[config.mk]
export PLATFORM = sky130hd
export DESIGN_NAME = mandel_top
export DESIGN_NICKNAME = d
export VERILOG_FILES = /design/src/design/mandel_pkg.sv /design/src/design/mandel_top.sv /design/src/design/result_collect.sv /design/src/design/pixel_scan.sv /design/src/design/escape_core.sv /design/src/design/seq_mult_signed.sv
export SDC_FILE = /design/constraint.sdc
export NUM_CORES = 1
export LEC_CHECK = 0
export BUFFER_PORTS_ARGS = -buffer_cell sky130_fd_sc_hd__buf_4
export CORE_UTILIZATION = 54
export DETAILED_ROUTE_END_ITERATION = 10
export PLACE_DENSITY = 0.73
export SLEW_MARGIN = 25
export SYNTH_ARGS = -nofsm -noshare
export SYNTH_HDL_FRONTEND = slang
export SYNTH_SLANG_ARGS = --single-unit
[constraint.sdc]
create_clock -name i_clk -period 13.65 [get_ports i_clk]
set_clock_uncertainty 0.15 [all_clocks]
set_input_delay 3.4125 -clock i_clk [delete_from_list [all_inputs] [get_ports i_clk]]
set_output_delay 3.4125 -clock i_clk [all_outputs]
set_load 0.005 [all_outputs]
[src/design/mandel_pkg.sv]
`default_nettype none

package mandel_pkg;

   // signed Q4.12 fixed point
   localparam int DATA_W     = 16;
   localparam int FRAC_W     = 12;
   localparam int PROD_W     = 2 * DATA_W;
   localparam int ESCAPE_LIM = 2 ** (DATA_W - 2);   // 4.0 once the product is shifted

   localparam int MAX_ITERS  = 64;
   localparam int ITER_W     = $clog2(MAX_ITERS);

   localparam int TILE_W     = 8;
   localparam int TILE_H     = 8;
   localparam int PIX_W      = 3;
   localparam int CNT_W      = $clog2(TILE_W * TILE_H + 1);   // in-set pixel count

   localparam int MUL_CNT_W  = $clog2(DATA_W + 1);   // shift-add step counter

   // escape core states
   localparam logic [1:0] ST_IDLE  = 2'd0;
   localparam logic [1:0] ST_RE_RE = 2'd1;
   localparam logic [1:0] ST_RE_IM = 2'd2;
   localparam logic [1:0] ST_IM_IM = 2'd3;

   typedef struct packed {
      logic signed [DATA_W-1:0] re;
      logic signed [DATA_W-1:0] im;
   } cplx_t;

   typedef struct packed {
      cplx_t origin;   // point of pixel (0,0)
      cplx_t step;     // re per column, im per row
   } frame_req_t;

   typedef struct packed {
      cplx_t            c;
      logic [PIX_W-1:0] x;
      logic [PIX_W-1:0] y;
   } point_t;

   typedef struct packed {
      logic [PIX_W-1:0]  x;
      logic [PIX_W-1:0]  y;
      logic [ITER_W-1:0] iter;
      logic              bounded;
   } pix_res_t;

endpackage

`default_nettype wire
[src/design/mandel_top.sv]
`default_nettype none

module mandel_top (
   input  wire                           i_clk,
   input  wire                           i_nrst,
   input  wire                           i_start,
   input  wire  mandel_pkg::frame_req_t  i_req,
   output logic                          o_pix_valid,
   output mandel_pkg::pix_res_t          o_pix,
   output logic [mandel_pkg::CNT_W-1:0]  o_inset_count,
   output logic                          o_frame_done,
   output logic                          o_busy
);
   import mandel_pkg::*;

   point_t            point;
   logic              point_valid;
   logic              last;
   logic              core_done;
   logic              core_bounded;
   logic [ITER_W-1:0] core_iter;

   pixel_scan u_scan (
      .i_clk         (i_clk),
      .i_nrst        (i_nrst),
      .i_start       (i_start),
      .i_req         (i_req),
      .i_done        (core_done),
      .o_point_valid (point_valid),
      .o_point       (point),
      .o_last        (last),
      .o_busy        (o_busy)
   );

   escape_core u_core (
      .i_clk     (i_clk),
      .i_nrst    (i_nrst),
      .i_valid   (point_valid),
      .i_c       (point.c),
      .o_iter    (core_iter),
      .o_bounded (core_bounded),
      .o_done    (core_done)
   );

   result_collect u_collect (
      .i_clk         (i_clk),
      .i_nrst        (i_nrst),
      .i_start       (i_start),
      .i_done        (core_done),
      .i_iter        (core_iter),
      .i_bounded     (core_bounded),
      .i_point       (point),
      .i_last        (last),
      .o_pix_valid   (o_pix_valid),
      .o_pix         (o_pix),
      .o_inset_count (o_inset_count),
      .o_frame_done  (o_frame_done)
   );

endmodule

`default_nettype wire

[src/design/result_collect.sv]
`default_nettype none

module result_collect (
   input  wire                           i_clk,
   input  wire                           i_nrst,
   input  wire                           i_start,
   input  wire                           i_done,
   input  wire  [mandel_pkg::ITER_W-1:0] i_iter,
   input  wire                           i_bounded,
   input  wire  mandel_pkg::point_t      i_point,
   input  wire                           i_last,
   output logic                          o_pix_valid,
   output mandel_pkg::pix_res_t          o_pix,
   output logic [mandel_pkg::CNT_W-1:0]  o_inset_count,
   output logic                          o_frame_done
);
   import mandel_pkg::*;

   logic [CNT_W-1:0] run_count;   // bounded pixels so far in this frame
   logic             last_q;

   always_ff @(posedge i_clk or negedge i_nrst) begin
      if (!i_nrst) begin
         o_pix_valid   <= 1'b0;
         o_pix         <= '0;
         last_q        <= 1'b0;
         o_frame_done  <= 1'b0;
         run_count     <= '0;
         o_inset_count <= '0;
      end else begin
         o_pix_valid  <= i_done;
         last_q       <= i_done & i_last;
         o_frame_done <= last_q;   // one cycle behind the last record
         if (i_done) begin
            o_pix <= '{x: i_point.x, y: i_point.y, iter: i_iter, bounded: i_bounded};
         end
         if (i_start) begin
            run_count <= '0;
         end else if (i_done && i_bounded) begin
            run_count <= run_count + 1'b1;
         end
         // snapshot so a quick restart cannot clear the reported count
         if (last_q) begin
            o_inset_count <= run_count;
         end
      end
   end

endmodule

`default_nettype wire

[src/design/pixel_scan.sv]
`default_nettype none

module pixel_scan (
   input  wire                        i_clk,
   input  wire                        i_nrst,
   input  wire                        i_start,
   input  wire  mandel_pkg::frame_req_t i_req,
   input  wire                        i_done,
   output logic                       o_point_valid,
   output mandel_pkg::point_t         o_point,
   output logic                       o_last,
   output logic                       o_busy
);
   import mandel_pkg::*;

   frame_req_t       req_q;
   cplx_t            c;   // c.im doubles as the row-start im
   logic [PIX_W-1:0] x;
   logic [PIX_W-1:0] y;
   logic             valid;
   logic             busy;
   logic             row_end;
   logic             start_ok;

   assign start_ok      = i_start & ~busy;
   assign row_end       = (x == PIX_W'(TILE_W - 1));
   assign o_last        = row_end & (y == PIX_W'(TILE_H - 1));
   assign o_point_valid = valid;
   assign o_busy        = busy;
   assign o_point       = '{c: c, x: x, y: y};

   always_ff @(posedge i_clk or negedge i_nrst) begin
      if (!i_nrst) begin
         busy  <= 1'b0;
         valid <= 1'b0;
         x     <= '0;
         y     <= '0;
      end else if (start_ok) begin
         busy  <= 1'b1;
         valid <= 1'b1;
         x     <= '0;
         y     <= '0;
      end else if (i_done) begin
         valid <= 1'b0;   // one idle cycle between points
         if (o_last) begin
            busy <= 1'b0;
         end
         if (row_end) begin
            x <= '0;
            y <= (y == PIX_W'(TILE_H - 1)) ? '0 : y + 1'b1;
         end else begin
            x <= x + 1'b1;
         end
      end else if (busy && !valid) begin
         valid <= 1'b1;
      end
   end

   always_ff @(posedge i_clk) begin
      if (start_ok) begin
         req_q <= i_req;
         c     <= i_req.origin;
      end else if (i_done) begin
         if (row_end) begin
            c.re <= req_q.origin.re;
            c.im <= c.im + req_q.step.im;
         end else begin
            c.re <= c.re + req_q.step.re;
         end
      end
   end

endmodule

`default_nettype wire

[src/design/escape_core.sv]
`default_nettype none

module escape_core (
   input  wire                              i_clk,
   input  wire                              i_nrst,
   input  wire                              i_valid,
   input  wire  mandel_pkg::cplx_t          i_c,
   output logic [mandel_pkg::ITER_W-1:0]    o_iter,
   output logic                             o_bounded,
   output logic                             o_done
);
   import mandel_pkg::*;

   logic [1:0]               state;
   logic [1:0]               state_next;
   logic                     reset_run;
   logic                     load_c;
   logic                     chk;
   logic                     esc_hit;

   logic signed [DATA_W-1:0] re;
   logic signed [DATA_W-1:0] im;
   logic signed [DATA_W-1:0] mul_a;
   logic signed [DATA_W-1:0] mul_b;
   logic                     mul_valid;
   logic                     mul_acc;

   logic signed [PROD_W-1:0] mul_c;
   logic signed [PROD_W-1:0] prod_sh;
   logic signed [PROD_W-1:0] re_sq;
   logic signed [PROD_W-1:0] im_sq;
   logic signed [PROD_W-1:0] re_im;
   logic signed [PROD_W-1:0] mag;
   logic signed [PROD_W-1:0] re_calc;
   logic signed [PROD_W-1:0] im_calc;

   assign reset_run = o_done | ~i_valid;
   assign load_c    = reset_run | ((state == ST_IDLE) & ~chk);   // z = c at run start

   assign prod_sh   = mul_c >>> FRAC_W;
   assign mag       = re_sq + im_sq;
   assign esc_hit   = chk & (mag > ESCAPE_LIM);   // chk marks fresh squares of z

   assign re_calc   = re_sq - im_sq + $signed(i_c.re);
   assign im_calc   = (re_im <<< 1) + $signed(i_c.im);

   assign o_done    = i_valid & (esc_hit | (o_iter == ITER_W'(MAX_ITERS - 1)));
   assign o_bounded = ~esc_hit;

   // operand select per pass
   assign mul_valid = (state != ST_IDLE);
   assign mul_a     = ((state == ST_RE_RE) || (state == ST_RE_IM)) ? re : im;
   assign mul_b     = (state == ST_RE_RE) ? re : im;

   always_comb begin
      state_next = state;
      if (reset_run) begin
         state_next = ST_IDLE;
      end else begin
         case (state)
            ST_IDLE:  state_next = ST_RE_RE;
            ST_RE_RE: if (mul_acc) state_next = ST_RE_IM;
            ST_RE_IM: if (mul_acc) state_next = ST_IM_IM;
            default:  if (mul_acc) state_next = ST_IDLE;
         endcase
      end
   end

   always_ff @(posedge i_clk or negedge i_nrst) begin
      if (!i_nrst) begin
         state  <= ST_IDLE;
         chk    <= 1'b0;
         o_iter <= '0;
      end else begin
         state <= state_next;
         chk   <= ~reset_run & (state == ST_IM_IM) & mul_acc;
         if (reset_run) begin
            o_iter <= '0;
         end else if (chk) begin
            o_iter <= o_iter + 1'b1;   // no escape, one more iteration
         end
      end
   end

   always_ff @(posedge i_clk) begin
      if (load_c) begin
         re <= i_c.re;
         im <= i_c.im;
      end else if (chk) begin
         re <= re_calc[DATA_W-1:0];   // truncate back to Q4.12
         im <= im_calc[DATA_W-1:0];
      end
      if (mul_acc) begin
         case (state)
            ST_RE_RE: re_sq <= prod_sh;
            ST_RE_IM: re_im <= prod_sh;
            ST_IM_IM: im_sq <= prod_sh;
            default:  ;
         endcase
      end
   end

   seq_mult_signed u_mult (
      .i_clk    (i_clk),
      .i_nrst   (i_nrst),
      .i_valid  (mul_valid),
      .i_a      (mul_a),
      .i_b      (mul_b),
      .o_c      (mul_c),
      .o_accept (mul_acc)
   );

endmodule

`default_nettype wire

[src/design/seq_mult_signed.sv]
`default_nettype none

module seq_mult_signed (
   input  wire                                   i_clk,
   input  wire                                   i_nrst,
   input  wire                                   i_valid,
   input  wire  signed [mandel_pkg::DATA_W-1:0]  i_a,
   input  wire  signed [mandel_pkg::DATA_W-1:0]  i_b,
   output logic signed [mandel_pkg::PROD_W-1:0]  o_c,
   output logic                                  o_accept
);
   import mandel_pkg::*;

   logic                 busy;
   logic [MUL_CNT_W-1:0] cnt;
   logic                 last_step;
   logic                 neg;
   logic [DATA_W-1:0]    mag_a;
   logic [DATA_W-1:0]    mag_b;
   logic [PROD_W-1:0]    mcand;
   logic [DATA_W-1:0]    mplier;
   logic [PROD_W-1:0]    acc;

   // magnitudes, -2^15 maps to 2^15 which still fits unsigned
   assign mag_a = i_a[DATA_W-1] ? DATA_W'(-i_a) : DATA_W'(i_a);
   assign mag_b = i_b[DATA_W-1] ? DATA_W'(-i_b) : DATA_W'(i_b);

   assign last_step = busy && (cnt == MUL_CNT_W'(DATA_W));
   assign o_accept  = last_step;
   assign o_c       = neg ? -$signed(acc) : $signed(acc);   // restore sign

   always_ff @(posedge i_clk or negedge i_nrst) begin
      if (!i_nrst) begin
         busy <= 1'b0;
         cnt  <= '0;
      end else if (!i_valid) begin
         busy <= 1'b0;   // abort on dropped valid
      end else if (!busy) begin
         busy <= 1'b1;
         cnt  <= '0;
      end else if (last_step) begin
         busy <= 1'b0;   // next product loads on the following cycle
      end else begin
         cnt <= cnt + 1'b1;
      end
   end

   always_ff @(posedge i_clk) begin
      if (i_valid && !busy) begin
         mcand  <= PROD_W'(mag_a);
         mplier <= mag_b;
         acc    <= '0;
         neg    <= i_a[DATA_W-1] ^ i_b[DATA_W-1];
      end else if (busy && !last_step) begin
         if (mplier[0]) begin
            acc <= acc + mcand;
         end
         mcand  <= mcand << 1;
         mplier <= mplier >> 1;
      end
   end

endmodule

`default_nettype wire

==> impl_results.html, run 1 <==
<table>
<tr><th>Metric</th><th>Value</th></tr>
<tr><th colspan="2">Drt</th></tr>
<tr><td>Final wirelength</td><td>41300 um</td></tr>
<tr><td>DRC violation count after routing</td><td>0</td></tr>
<tr><td>Routed length per instance</td><td>17.7 um</td></tr>
<tr><td>Number of nets with antenna violations after detailed routing</td><td>0</td></tr>
<tr><td>Vias per inst</td><td>5.83</td></tr>
<tr><td>Via count of the routed design</td><td>13.6k</td></tr>
<tr><td>DR iter-0 viols</td><td>roughly 900</td></tr>
<tr><td>Detailed-routing iteration count for the pre-antenna-repair pass</td><td>5</td></tr>
<tr><th colspan="2">Floorplan</th></tr>
<tr><td>Core region area</td><td>32900 sq um</td></tr>
<tr><td>Boundary Pins</td><td>90</td></tr>
<tr><td>Die Y</td><td>186 um</td></tr>
<tr><td>Die ar.</td><td>34400 sq um</td></tr>
<tr><td>Starting Density</td><td>0.554</td></tr>
<tr><td>Cell Rows</td><td>66</td></tr>
<tr><td>Width of the chip</td><td>186 um</td></tr>
<tr><th colspan="2">Logic synthesis</th></tr>
<tr><td>Dominant cell type by area after synthesis</td><td>sky130_fd_sc_hd__edfxtp_1</td></tr>
<tr><td>Number of unique standard cell types used by synthesis</td><td>75</td></tr>
<tr><td>Number of warnings issued by yosys</td><td>0</td></tr>
<tr><td>Mean Syn Cell Area</td><td>10.2 sq um</td></tr>
<tr><td>Sequential share of the synthesized area</td><td>0.456</td></tr>
<tr><td>Arithmetic-cell share of the synthesized area counting full adders, half adders and majority gates</td><td>0.109</td></tr>
<tr><td>Simple-gate portion of the synthesized area</td><td>0.144</td></tr>
<tr><td>Synth cell count leaders</td><td>sky130_fd_sc_hd__edfxtp_1 (200), sky130_fd_sc_hd__nand2_1 (182), sky130_fd_sc_hd__ha_1 (126)</td></tr>
<tr><td>Largest cells by area after synthesis</td><td>sky130_fd_sc_hd__edfxtp_1 (33%), sky130_fd_sc_hd__ha_1 (8.7%), sky130_fd_sc_hd__dfrtp_1 (7.3%)</td></tr>
<tr><td>XOR/XNOR share of the synthesized area</td><td>0.0563</td></tr>
<tr><td>Cell area after technology mapping</td><td>18200 sq um</td></tr>
<tr><td>Gate Count Post-Synth</td><td>roughly 1.8k</td></tr>
<tr><td>Multiplexer share of the synthesized area</td><td>0.0593</td></tr>
<tr><td>Combinational family with the most area after synthesis</td><td>simple AND/OR/NAND/NOR gates</td></tr>
<tr><td>Post-synthesis async set-or-reset flop share</td><td>0.176</td></tr>
<tr><td>Fraction of the mapped netlist area in compound gates</td><td>0.138</td></tr>
<tr><td>Top cell type's share of synthesized area</td><td>0.330</td></tr>
<tr><td>Cell with the most instances after synthesis</td><td>sky130_fd_sc_hd__edfxtp_1</td></tr>
<tr><td>Number of nets in the synthesized netlist</td><td>1994</td></tr>
<tr><td>Post-synthesis register bit count</td><td>301</td></tr>
<tr><td>Top FF cell, synth</td><td>sky130_fd_sc_hd__edfxtp_1</td></tr>
<tr><td>Number of enable-type register cells in the synthesized netlist</td><td>200</td></tr>
<tr><th colspan="2">Setup path</th></tr>
<tr><td>Kind of critical path</td><td>in2reg</td></tr>
<tr><td>Reg2reg start</td><td>u_core.im_sq[6]</td></tr>
<tr><td>Largest fanout of any net on the critical path</td><td>70</td></tr>
<tr><td>Crit Reg-Reg Endpoint</td><td>u_core.re[9]</td></tr>
<tr><td>Critical Path Source Type</td><td>primary input</td></tr>
<tr><td>R2R Setup Slk</td><td>about 8.7 ns</td></tr>
<tr><td>Worst-case reg-to-reg path depth</td><td>12</td></tr>
<tr><td>Worst Setup End Kind</td><td>flop</td></tr>
<tr><td>Data required time of the worst path</td><td>13.77 ns</td></tr>
<tr><td>CP arrival</td><td>5.31 ns</td></tr>
<tr><th colspan="2">Power</th></tr>
<tr><td>Highest ir drop seen on vdd</td><td>0.000103 V</td></tr>
<tr><td>Power consumption</td><td>slightly below 2000 uW</td></tr>
<tr><td>Power per standard cell area</td><td>roughly 95 nW/um^2</td></tr>
<tr><td>Lkg Pwr</td><td>0.00862 uW</td></tr>
<tr><th colspan="2">STA</th></tr>
<tr><td>Slew of the pin with the lowest slew margin</td><td>roughly 0.93 ns</td></tr>
<tr><td>Final min period</td><td>5.19 ns</td></tr>
<tr><td>Sum Neg Setup Slack</td><td>0 ns</td></tr>
<tr><td>Unrepaired setup endpoints after global routing</td><td>no</td></tr>
<tr><td>Final setup fails</td><td>0</td></tr>
<tr><td>Relative slew slack</td><td>0.378</td></tr>
<tr><td>Final Cycle Share</td><td>0.381</td></tr>
<tr><td>Number of failing hold endpoints at the final stage</td><td>0</td></tr>
<tr><td>FMAX</td><td>193 MHz</td></tr>
<tr><td>Number of pins with negative max-slew slack in the final report</td><td>0</td></tr>
<tr><th colspan="2">Clock tree</th></tr>
<tr><td>CTS tree</td><td>built</td></tr>
<tr><td>Inserted Clock Buffers</td><td>34</td></tr>
<tr><td>H-tree levels</td><td>2</td></tr>
<tr><td>Buffer depth of the longest clock path</td><td>3</td></tr>
<tr><td>Post-cts hold buffer count</td><td>0</td></tr>
<tr><td>Clock sink count</td><td>301</td></tr>
<tr><td>Clock-pin transition on the worst setup and hold timing paths</td><td>about 0.06 ns</td></tr>
<tr><td>Post-CTS setup repair buffer count</td><td>0</td></tr>
<tr><td>Root Driver</td><td>sky130_fd_sc_hd__clkbuf_16</td></tr>
<tr><td>Skew-Pair Late Insertion Delay</td><td>around 0.53 ns</td></tr>
<tr><td>Post_cts resized</td><td>0</td></tr>
<tr><th colspan="2">Finish</th></tr>
<tr><td>Area occupied by multi-input gates</td><td>about 9200 sq um</td></tr>
<tr><td>Footprint of the flip-flops and latches</td><td>8290 sq um</td></tr>
<tr><td>Layout Utilization</td><td>0.624</td></tr>
<tr><td>Fraction of layout cells with a size suffix above 1</td><td>0.122</td></tr>
<tr><td>Final standard cell count with taps included and fillers excluded</td><td>2333</td></tr>
<tr><td>Diode count</td><td>0</td></tr>
<tr><td>Layout filler cell count</td><td>2670</td></tr>
<tr><td>Number of nets in the layout</td><td>about 2.1k</td></tr>
<tr><td>Area delta synth-&gt;final</td><td>12.7%</td></tr>
<tr><th colspan="2">Min path</th></tr>
<tr><td>Worst min-delay path class</td><td>reg2reg</td></tr>
<tr><td>Cell depth of the worst hold path</td><td>2</td></tr>
<tr><td>Start point of the worst hold path</td><td>u_core.u_mult.mcand[19]</td></tr>
<tr><td>Hold worst-path end</td><td>u_core.u_mult.mcand[20]</td></tr>
<tr><th colspan="2">Global route</th></tr>
<tr><td>Gr ovfl total</td><td>0</td></tr>
<tr><td>Gr usage total</td><td>0.242</td></tr>
<tr><td>Number of antenna violations at the first check in global routing</td><td>0</td></tr>
<tr><td>Pin count of the biggest net entering global routing</td><td>89</td></tr>
<tr><td>Via count of the first global-routing pass</td><td>around 13k</td></tr>
<tr><td>Wire length of the first global-routing pass</td><td>approximately 66000 um</td></tr>
<tr><th colspan="2">Status</th></tr>
<tr><td>Run status</td><td>finished clean</td></tr>
<tr><th colspan="2">Place</th></tr>
<tr><td>Final HPWL DP</td><td>30200 um</td></tr>
<tr><td>Final RePlAce weighted congestion</td><td>0.904</td></tr>
<tr><td>Buffers added on ports</td><td>89</td></tr>
<tr><td>Placed insts</td><td>2271</td></tr>
<tr><th colspan="2">Flow run</th></tr>
<tr><td>Max Cap Viol</td><td>0</td></tr>
</table>
## worst max path at each step
stage | start | depth (start not counted) | slack [ns] | to
5_1_grt | i_start | 8 | 8.20 | u_scan.o_point[20]
3_3_place_gp | i_start | 8 | 7.99 | u_scan.o_point[20]
2_1_floorplan | i_start | 5 | 7.66 | u_scan.o_point[22]
3_5_place_dp | i_start | 8 | 7.90 | u_scan.o_point[20]
4_1_cts | i_start | 8 | 8.45 | u_scan.o_point[20]
6_report | i_start | 8 | 8.46 | u_scan.o_point[20]
## metrics by stage
step	setup WS [ns]	cell area, sq um	hold WS, ns
2_1_floorplan	7.66	18200	0.202
3_3_place_gp	7.99	19300	0.302
3_5_place_dp	7.90	19300	0.304
4_1_cts	8.45	20500	0.319
5_1_grt	8.20	20500	0.340
6_report	8.46	20500	0.317
## flip-flops by register name, summed over array words and instances (netlist names), 5 cells and up
| register | count |
|---|---|
| u_collect.run_count | 7 |
| u_scan.req_q | 48 |
| u_core.im | 16 |
| u_core.u_mult.acc | 32 |
| u_core.u_mult.cnt | 5 |
| u_core.re_im | 15 |
| u_core.im_sq | 20 |
| u_collect.o_pix | 13 |
| u_core.re_sq | 20 |
| u_core.re | 16 |
| u_core.o_iter | 6 |
| u_core.u_mult.mplier | 16 |
| u_core.u_mult.mcand | 32 |
| u_scan.o_point | 32 |
| u_collect.o_inset_count | 7 |
## final cells by class
type | instances | area share
Clock inverter | 19 | 0.0112
Sequential cell | 301 | 0.404
Multi-Input combinational cell | 1300 | 0.450
Tap cell | 442 | 0.0270
Inverter | 126 | 0.0231
Timing Repair Buffer | 102 | 0.0373
Clock buffer | 43 | 0.0467
## power breakdown
group	switching [uW]	total (uW)	internal, uW
logic	7.28	19.3	12.0
clock network	379	972	594
registers	0.000000000000227	965	965
## kinds of logic (layout without fill, tap and decap cells)
group           Yosys count  count (layout)
simple gates            529             529
compound gates          406             406
flops                   301             301
buf+inv                 180             290
fa+ha+maj               146             146
xor+xnor                117             117
mux                     102             102
## metal layers
metal,wire length (um),GRT usage
met1,18700,0.330
met4,1200,0.0846
met5,0,0
met2,19100,0.392
met3,2260,0.0358
## worst max-delay path, stage by stage
cell,delay [ns]
sky130_fd_sc_hd__buf_4,0.18
sky130_fd_sc_hd__nand2b_2,0.07
sky130_fd_sc_hd__buf_4,0.30
sky130_fd_sc_hd__inv_2,0.16
sky130_fd_sc_hd__buf_4,0.61
sky130_fd_sc_hd__nor3_1,0.09
sky130_fd_sc_hd__a221oi_1,0.29
sky130_fd_sc_hd__nand3b_1,0.10
## layout by cell type, fill, tap and decap left out, types with 26 or more instances in the layout
master	n
sky130_fd_sc_hd__xnor2_1	75
sky130_fd_sc_hd__nand3_1	66
sky130_fd_sc_hd__a21o_1	29
sky130_fd_sc_hd__buf_4	102
sky130_fd_sc_hd__clkbuf_16	37
sky130_fd_sc_hd__a21oi_1	124
sky130_fd_sc_hd__mux2_2	44
sky130_fd_sc_hd__dfxtp_1	48
sky130_fd_sc_hd__o21ai_0	99
sky130_fd_sc_hd__dfrtp_1	53
sky130_fd_sc_hd__nand2_1	182
sky130_fd_sc_hd__ha_1	126
sky130_fd_sc_hd__mux2i_1	56
sky130_fd_sc_hd__a31oi_1	26
sky130_fd_sc_hd__nor3_1	36
sky130_fd_sc_hd__nor2_1	90
sky130_fd_sc_hd__xor2_1	42
sky130_fd_sc_hd__inv_1	124
sky130_fd_sc_hd__edfxtp_1	200
Note: power is estimated with default switching activity, not from simulation.
==> run 2: changes to the inputs <==
--- a/config.mk
+++ b/config.mk
@@ -5,10 +5,11 @@
 export SDC_FILE = /design/constraint.sdc
 export NUM_CORES = 1
 export LEC_CHECK = 0
+export ABC_AREA = 1
 export BUFFER_PORTS_ARGS = -buffer_cell sky130_fd_sc_hd__buf_4
 export CORE_UTILIZATION = 54
 export DETAILED_ROUTE_END_ITERATION = 10
-export PLACE_DENSITY = 0.73
+export PLACE_DENSITY = 0.75
 export SLEW_MARGIN = 25
 export SYNTH_ARGS = -nofsm -noshare
 export SYNTH_HDL_FRONTEND = slang
==> constraint.sdc (replaced) <==
create_clock -name i_clk -period 4.3 [get_ports i_clk]
set_clock_uncertainty 0.15 [all_clocks]
set_input_delay 1.075 -clock i_clk [delete_from_list [all_inputs] [get_ports i_clk]]
set_output_delay 1.075 -clock i_clk [all_outputs]
set_load 0.005 [all_outputs]
==> impl_results.html, run 2 <==
<table>
<tr><th>Metric</th><th>Value</th></tr>
<tr><th colspan="2">STA</th></tr>
<tr><td>Final min period</td><td>roughly 3.6 ns</td></tr>
<tr><td>Number of failing hold endpoints at the final stage</td><td>0 (unchanged)</td></tr>
<tr><td>Slew of the pin with the lowest slew margin</td><td>0.873 ns (-0.0603 ns)</td></tr>
<tr><td>Final setup fails</td><td>0 (unchanged)</td></tr>
<tr><td>Number of pins with negative max-slew slack in the final report</td><td>0 (unchanged)</td></tr>
<tr><td>Sum Neg Setup Slack</td><td>0 ns (unchanged)</td></tr>
<tr><td>Unrepaired setup endpoints after global routing</td><td>no</td></tr>
<tr><td>Worst setup margin</td><td>0.707 ns (-7.75 ns)</td></tr>
<tr><td>WHS</td><td>0.336 ns (+0.0186 ns)</td></tr>
<tr><td>Final Cycle Share</td><td>0.836</td></tr>
<tr><td>FMAX</td><td>278 MHz</td></tr>
<tr><td>Relative slew slack</td><td>0.417 (+0.0396)</td></tr>
<tr><th colspan="2">Min path</th></tr>
<tr><td>Cell depth of the worst hold path</td><td>2 (unchanged)</td></tr>
<tr><td>Worst min-delay path class</td><td>reg2reg</td></tr>
<tr><th colspan="2">Clock tree</th></tr>
<tr><td>Skew-Pair Late Insertion Delay</td><td>0.53 ns (about the same)</td></tr>
<tr><td>Clock-pin transition on the worst setup and hold timing paths</td><td>0.06 ns (about the same)</td></tr>
<tr><td>Post-CTS setup repair buffer count</td><td>0 (unchanged)</td></tr>
<tr><td>Root Driver</td><td>sky130_fd_sc_hd__clkbuf_16</td></tr>
<tr><td>Post_cts resized</td><td>0 (unchanged)</td></tr>
<tr><td>H-tree levels</td><td>2 (unchanged)</td></tr>
<tr><td>Inserted Clock Buffers</td><td>35 (+2.9%)</td></tr>
<tr><td>CTS tree</td><td>built</td></tr>
<tr><td>Clock sink count</td><td>301 (unchanged)</td></tr>
<tr><td>Buffer depth of the longest clock path</td><td>3 (unchanged)</td></tr>
<tr><td>Post-cts hold buffer count</td><td>0 (unchanged)</td></tr>
<tr><th colspan="2">Drt</th></tr>
<tr><td>Routed length per instance</td><td>16.9 um (-4.6%)</td></tr>
<tr><td>Via count of the routed design</td><td>15.0k (+10%)</td></tr>
<tr><td>Number of nets with antenna violations after detailed routing</td><td>0 (unchanged)</td></tr>
<tr><td>DRC violation count after routing</td><td>0 (unchanged)</td></tr>
<tr><td>Vias per inst</td><td>5.50 (-5.7%)</td></tr>
<tr><td>Detailed-routing iteration count for the pre-antenna-repair pass</td><td>6 (+1)</td></tr>
<tr><td>DR iter-0 viols</td><td>1123 (+21%)</td></tr>
<tr><td>Final wirelength</td><td>46100 um (+12%)</td></tr>
<tr><th colspan="2">Finish</th></tr>
<tr><td>Area delta synth-&gt;final</td><td>12.4%</td></tr>
<tr><td>Register name with the most flops</td><td>u_scan.req_q</td></tr>
<tr><td>Most frequent cells in the layout</td><td>sky130_fd_sc_hd__nand2_1 (445), sky130_fd_sc_hd__inv_1 (295), sky130_fd_sc_hd__edfxtp_1 (200), sky130_fd_sc_hd__o21ai_0 (177), sky130_fd_sc_hd__a21oi_1 (171)</td></tr>
<tr><td>Diode count</td><td>0 (unchanged)</td></tr>
<tr><td>Final standard cell count with taps included and fillers excluded</td><td>2730 (+17%)</td></tr>
<tr><td>Most common cell after layout, fill and taps aside</td><td>sky130_fd_sc_hd__nand2_1</td></tr>
<tr><td>Fraction of layout cells with a size suffix above 1</td><td>0.107 (-0.0152)</td></tr>
<tr><td>Fin area</td><td>21000 sq um (+2.5%)</td></tr>
<tr><td>Layout filler cell count</td><td>2807 (+5.1%)</td></tr>
<tr><td>Number of nets in the layout</td><td>2468 (+19%)</td></tr>
<tr><td>Flip-flop count of the largest register, all copies and words added</td><td>48 (unchanged)</td></tr>
<tr><th colspan="2">Logic synthesis</th></tr>
<tr><td>Number of warnings issued by yosys</td><td>0 (unchanged)</td></tr>
<tr><td>Mean Syn Cell Area</td><td>8.65 sq um (-15%)</td></tr>
<tr><td>Sequential share of the synthesized area</td><td>0.443 (-0.0124)</td></tr>
<tr><td>Top FF cell, synth</td><td>sky130_fd_sc_hd__edfxtp_1</td></tr>
<tr><td>Post-synthesis async set-or-reset flop share</td><td>0.176 (unchanged)</td></tr>
<tr><td>Gate Count Post-Synth</td><td>2162 (+21%)</td></tr>
<tr><td>Cell area after technology mapping</td><td>18700 sq um (+2.8%)</td></tr>
<tr><td>Cell with the most instances after synthesis</td><td>sky130_fd_sc_hd__nand2_1</td></tr>
<tr><td>Synth cell count leaders</td><td>sky130_fd_sc_hd__nand2_1 (446), sky130_fd_sc_hd__inv_1 (296), sky130_fd_sc_hd__edfxtp_1 (200)</td></tr>
<tr><td>Largest cells by area after synthesis</td><td>sky130_fd_sc_hd__edfxtp_1 (32%), sky130_fd_sc_hd__nand2_1 (9.0%), sky130_fd_sc_hd__ha_1 (8.4%)</td></tr>
<tr><td>Top cell type's share of synthesized area</td><td>0.321 (-0.00899)</td></tr>
<tr><td>Number of nets in the synthesized netlist</td><td>2375 (+19%)</td></tr>
<tr><td>Number of unique standard cell types used by synthesis</td><td>52 (-31%)</td></tr>
<tr><td>Dominant cell type by area after synthesis</td><td>sky130_fd_sc_hd__edfxtp_1</td></tr>
<tr><td>Post-synthesis register bit count</td><td>301 (unchanged)</td></tr>
<tr><td>Number of enable-type register cells in the synthesized netlist</td><td>200 (unchanged)</td></tr>
<tr><th colspan="2">Floorplan</th></tr>
<tr><td>Core region area</td><td>33800 sq um (+2.8%)</td></tr>
<tr><td>Boundary Pins</td><td>90 (unchanged)</td></tr>
<tr><td>Cell Rows</td><td>67 (+1.5%)</td></tr>
<tr><td>Starting Density</td><td>0.554 (about the same)</td></tr>
<tr><td>Die ar.</td><td>35400 sq um (+2.8%)</td></tr>
<tr><td>Width of the chip</td><td>188 um (+1.4%)</td></tr>
<tr><td>Die Y</td><td>188 um (+1.4%)</td></tr>
<tr><th colspan="2">Setup path</th></tr>
<tr><td>Family with the most delay on the worst path</td><td>simple AND/OR/NAND/NOR gates</td></tr>
<tr><td>Slowest stage delay, CP</td><td>0.45 ns (-0.16 ns)</td></tr>
<tr><td>Critical Path Source Type</td><td>flop</td></tr>
<tr><td>Worst-case reg-to-reg path depth</td><td>22 (+10)</td></tr>
<tr><td>Largest fanout of any net on the critical path</td><td>16 (-77%)</td></tr>
<tr><td>Worst Setup End Kind</td><td>flop</td></tr>
<tr><td>Number of buffer and inverter stages on the critical path</td><td>3 (-1)</td></tr>
<tr><td>Most used cell along the critical path</td><td>sky130_fd_sc_hd__nand2_1</td></tr>
<tr><td>Kind of critical path</td><td>reg2reg</td></tr>
<tr><td>CP arrival</td><td>3.60 ns (-1.71 ns)</td></tr>
<tr><td>Cells along the critical path</td><td>ha_1 -&gt; inv_1 -&gt; fa_1 -&gt; inv_1 -&gt; nand2_1 -&gt; nand2_1 -&gt; nand4_1 -&gt; nand2_1 -&gt; nand2_1 -&gt; nand2_1 -&gt; nand2_1 -&gt; nand2_1 -&gt; nor2_1 -&gt; nand3_1 -&gt; nand2_1 -&gt; nand2_2 -&gt; nand2_1 -&gt; nand2_1 -&gt; nand2_1 -&gt; nand2_1 -&gt; nand2_1 -&gt; inv_1</td></tr>
<tr><td>CP max stage cell</td><td>sky130_fd_sc_hd__inv_1</td></tr>
<tr><td>Data required time of the worst path</td><td>4.31 ns (-9.46 ns)</td></tr>
<tr><td>Worst path depth</td><td>22 (+14)</td></tr>
<tr><th colspan="2">Global route</th></tr>
<tr><td>GR peak layer</td><td>met2</td></tr>
<tr><td>Global routing usage on met3</td><td>0.0348 (-0.000993)</td></tr>
<tr><td>Pin count of the biggest net entering global routing</td><td>99 (+11%)</td></tr>
<tr><td>Number of antenna violations at the first check in global routing</td><td>1 (+1)</td></tr>
<tr><td>Via count of the first global-routing pass</td><td>14.7k (+14%)</td></tr>
<tr><td>Met2 demand-to-capacity share in global routing</td><td>0.442 (+0.0495)</td></tr>
<tr><td>Wire length of the first global-routing pass</td><td>74700 um (+14%)</td></tr>
<tr><td>Gr usage total</td><td>0.264 (+0.0224)</td></tr>
<tr><td>Global-route met1 utilization</td><td>0.356 (+0.0261)</td></tr>
<tr><td>Gr ovfl total</td><td>0 (unchanged)</td></tr>
<tr><th colspan="2">Power</th></tr>
<tr><td>Lkg Pwr</td><td>0.00951 uW (+10%)</td></tr>
<tr><td>Combinational group share of total power</td><td>0.012 (+0.002)</td></tr>
<tr><td>Internal power of the cells</td><td>4960 uW (+220%)</td></tr>
<tr><td>Highest ir drop seen on vdd</td><td>0.000227 V (+120%)</td></tr>
<tr><td>Switching fraction of total power</td><td>0.200 (+0.00306)</td></tr>
<tr><td>Power per standard cell area</td><td>295 nW/um^2 (+210%)</td></tr>
<tr><td>Clock power frac</td><td>0.493 (-0.004)</td></tr>
<tr><td>Sequential share of power</td><td>0.495 (+0.002)</td></tr>
<tr><td>Net switching power of the design</td><td>1240 uW (+220%)</td></tr>
<tr><th colspan="2">Place</th></tr>
<tr><td>Pre-CTS WS</td><td>0.762 ns (-7.14 ns)</td></tr>
<tr><td>Placed insts</td><td>2666 (+17%)</td></tr>
<tr><td>Buffers added on ports</td><td>89 (unchanged)</td></tr>
<tr><td>Final HPWL DP</td><td>35200 um (+16%)</td></tr>
<tr><td>Placement Cell Area</td><td>19800 sq um (+2.7%)</td></tr>
<tr><td>Final RePlAce weighted congestion</td><td>0.988 (+9.3%)</td></tr>
<tr><th colspan="2">Status</th></tr>
<tr><td>Run status</td><td>finished clean</td></tr>
<tr><th colspan="2">Flow run</th></tr>
<tr><td>Max Cap Viol</td><td>0 (unchanged)</td></tr>
</table>
## run 2: area by class of cell
type                       count  area (sq um)  area share
timing repair buffer         105           805      0.0383
sequential                   301          8290       0.395
multi-input combinational   1513          9060       0.431
tap                          448           561      0.0267
clock buffer                  48           980      0.0466
clock inverter                16           199     0.00946
inverter                     299          1120      0.0534
## run 2: worst min-delay path, stage by stage, from the launching register on
cell and delay (ns):
sky130_fd_sc_hd__dfrtp_1 0.34, sky130_fd_sc_hd__nand2_1 0.05, sky130_fd_sc_hd__o21ai_0 0.06
## run 2: final timing paths
check	from	endpoint	slack, ns
min in group asynchronous	i_nrst	u_collect.o_pix[5]	0.44
max in group asynchronous	i_nrst	u_collect.o_pix[10]	3.11
worst min-delay path	u_collect.o_pix[10]	u_collect.o_pix[10]	0.34
worst min register to register	u_collect.o_pix[10]	u_collect.o_pix[10]	0.34
worst max-delay path	u_core.re_sq[0]	u_scan.o_point[18]	0.71
worst max register to register	u_core.re_sq[0]	u_scan.o_point[18]	0.71
## run 2: through the flow
stage | utilization | power, uW
after floorplan | - | 3140
after global placement | 0.587 | 3200
after detailed placement | 0.587 | 3210
after CTS | 0.622 | 6250
after global routing | 0.622 | 6360
final | 0.622 | 6200
## run 2: kinds of logic after synthesis
logic type,Yosys count,share of synthesized area
fa+ha+maj,146,0.106
mux,3,0.00181
flops,301,0.443
xor+xnor,120,0.0562
compound gates,481,0.147
buf+inv,348,0.0732
simple gates,763,0.173
## run 2: power by group through the flow
stage          registers, uW  clock network (uW)  logic (uW)
4_1_cts                 3070                3100        75.5
3_3_place_gp            3130                   0        72.4
5_1_grt                 3070                3210        81.3
3_5_place_dp            3130                   0        75.4
6_report                3070                3060        74.4
2_1_floorplan           3130                   0        11.5
## run 2: metal layers
layer,part of all wire,up-vias
met5,0.00028,-
met4,0.027,2
met3,0.058,82
met2,0.47,447
met1,0.45,7029
li1,-,7450
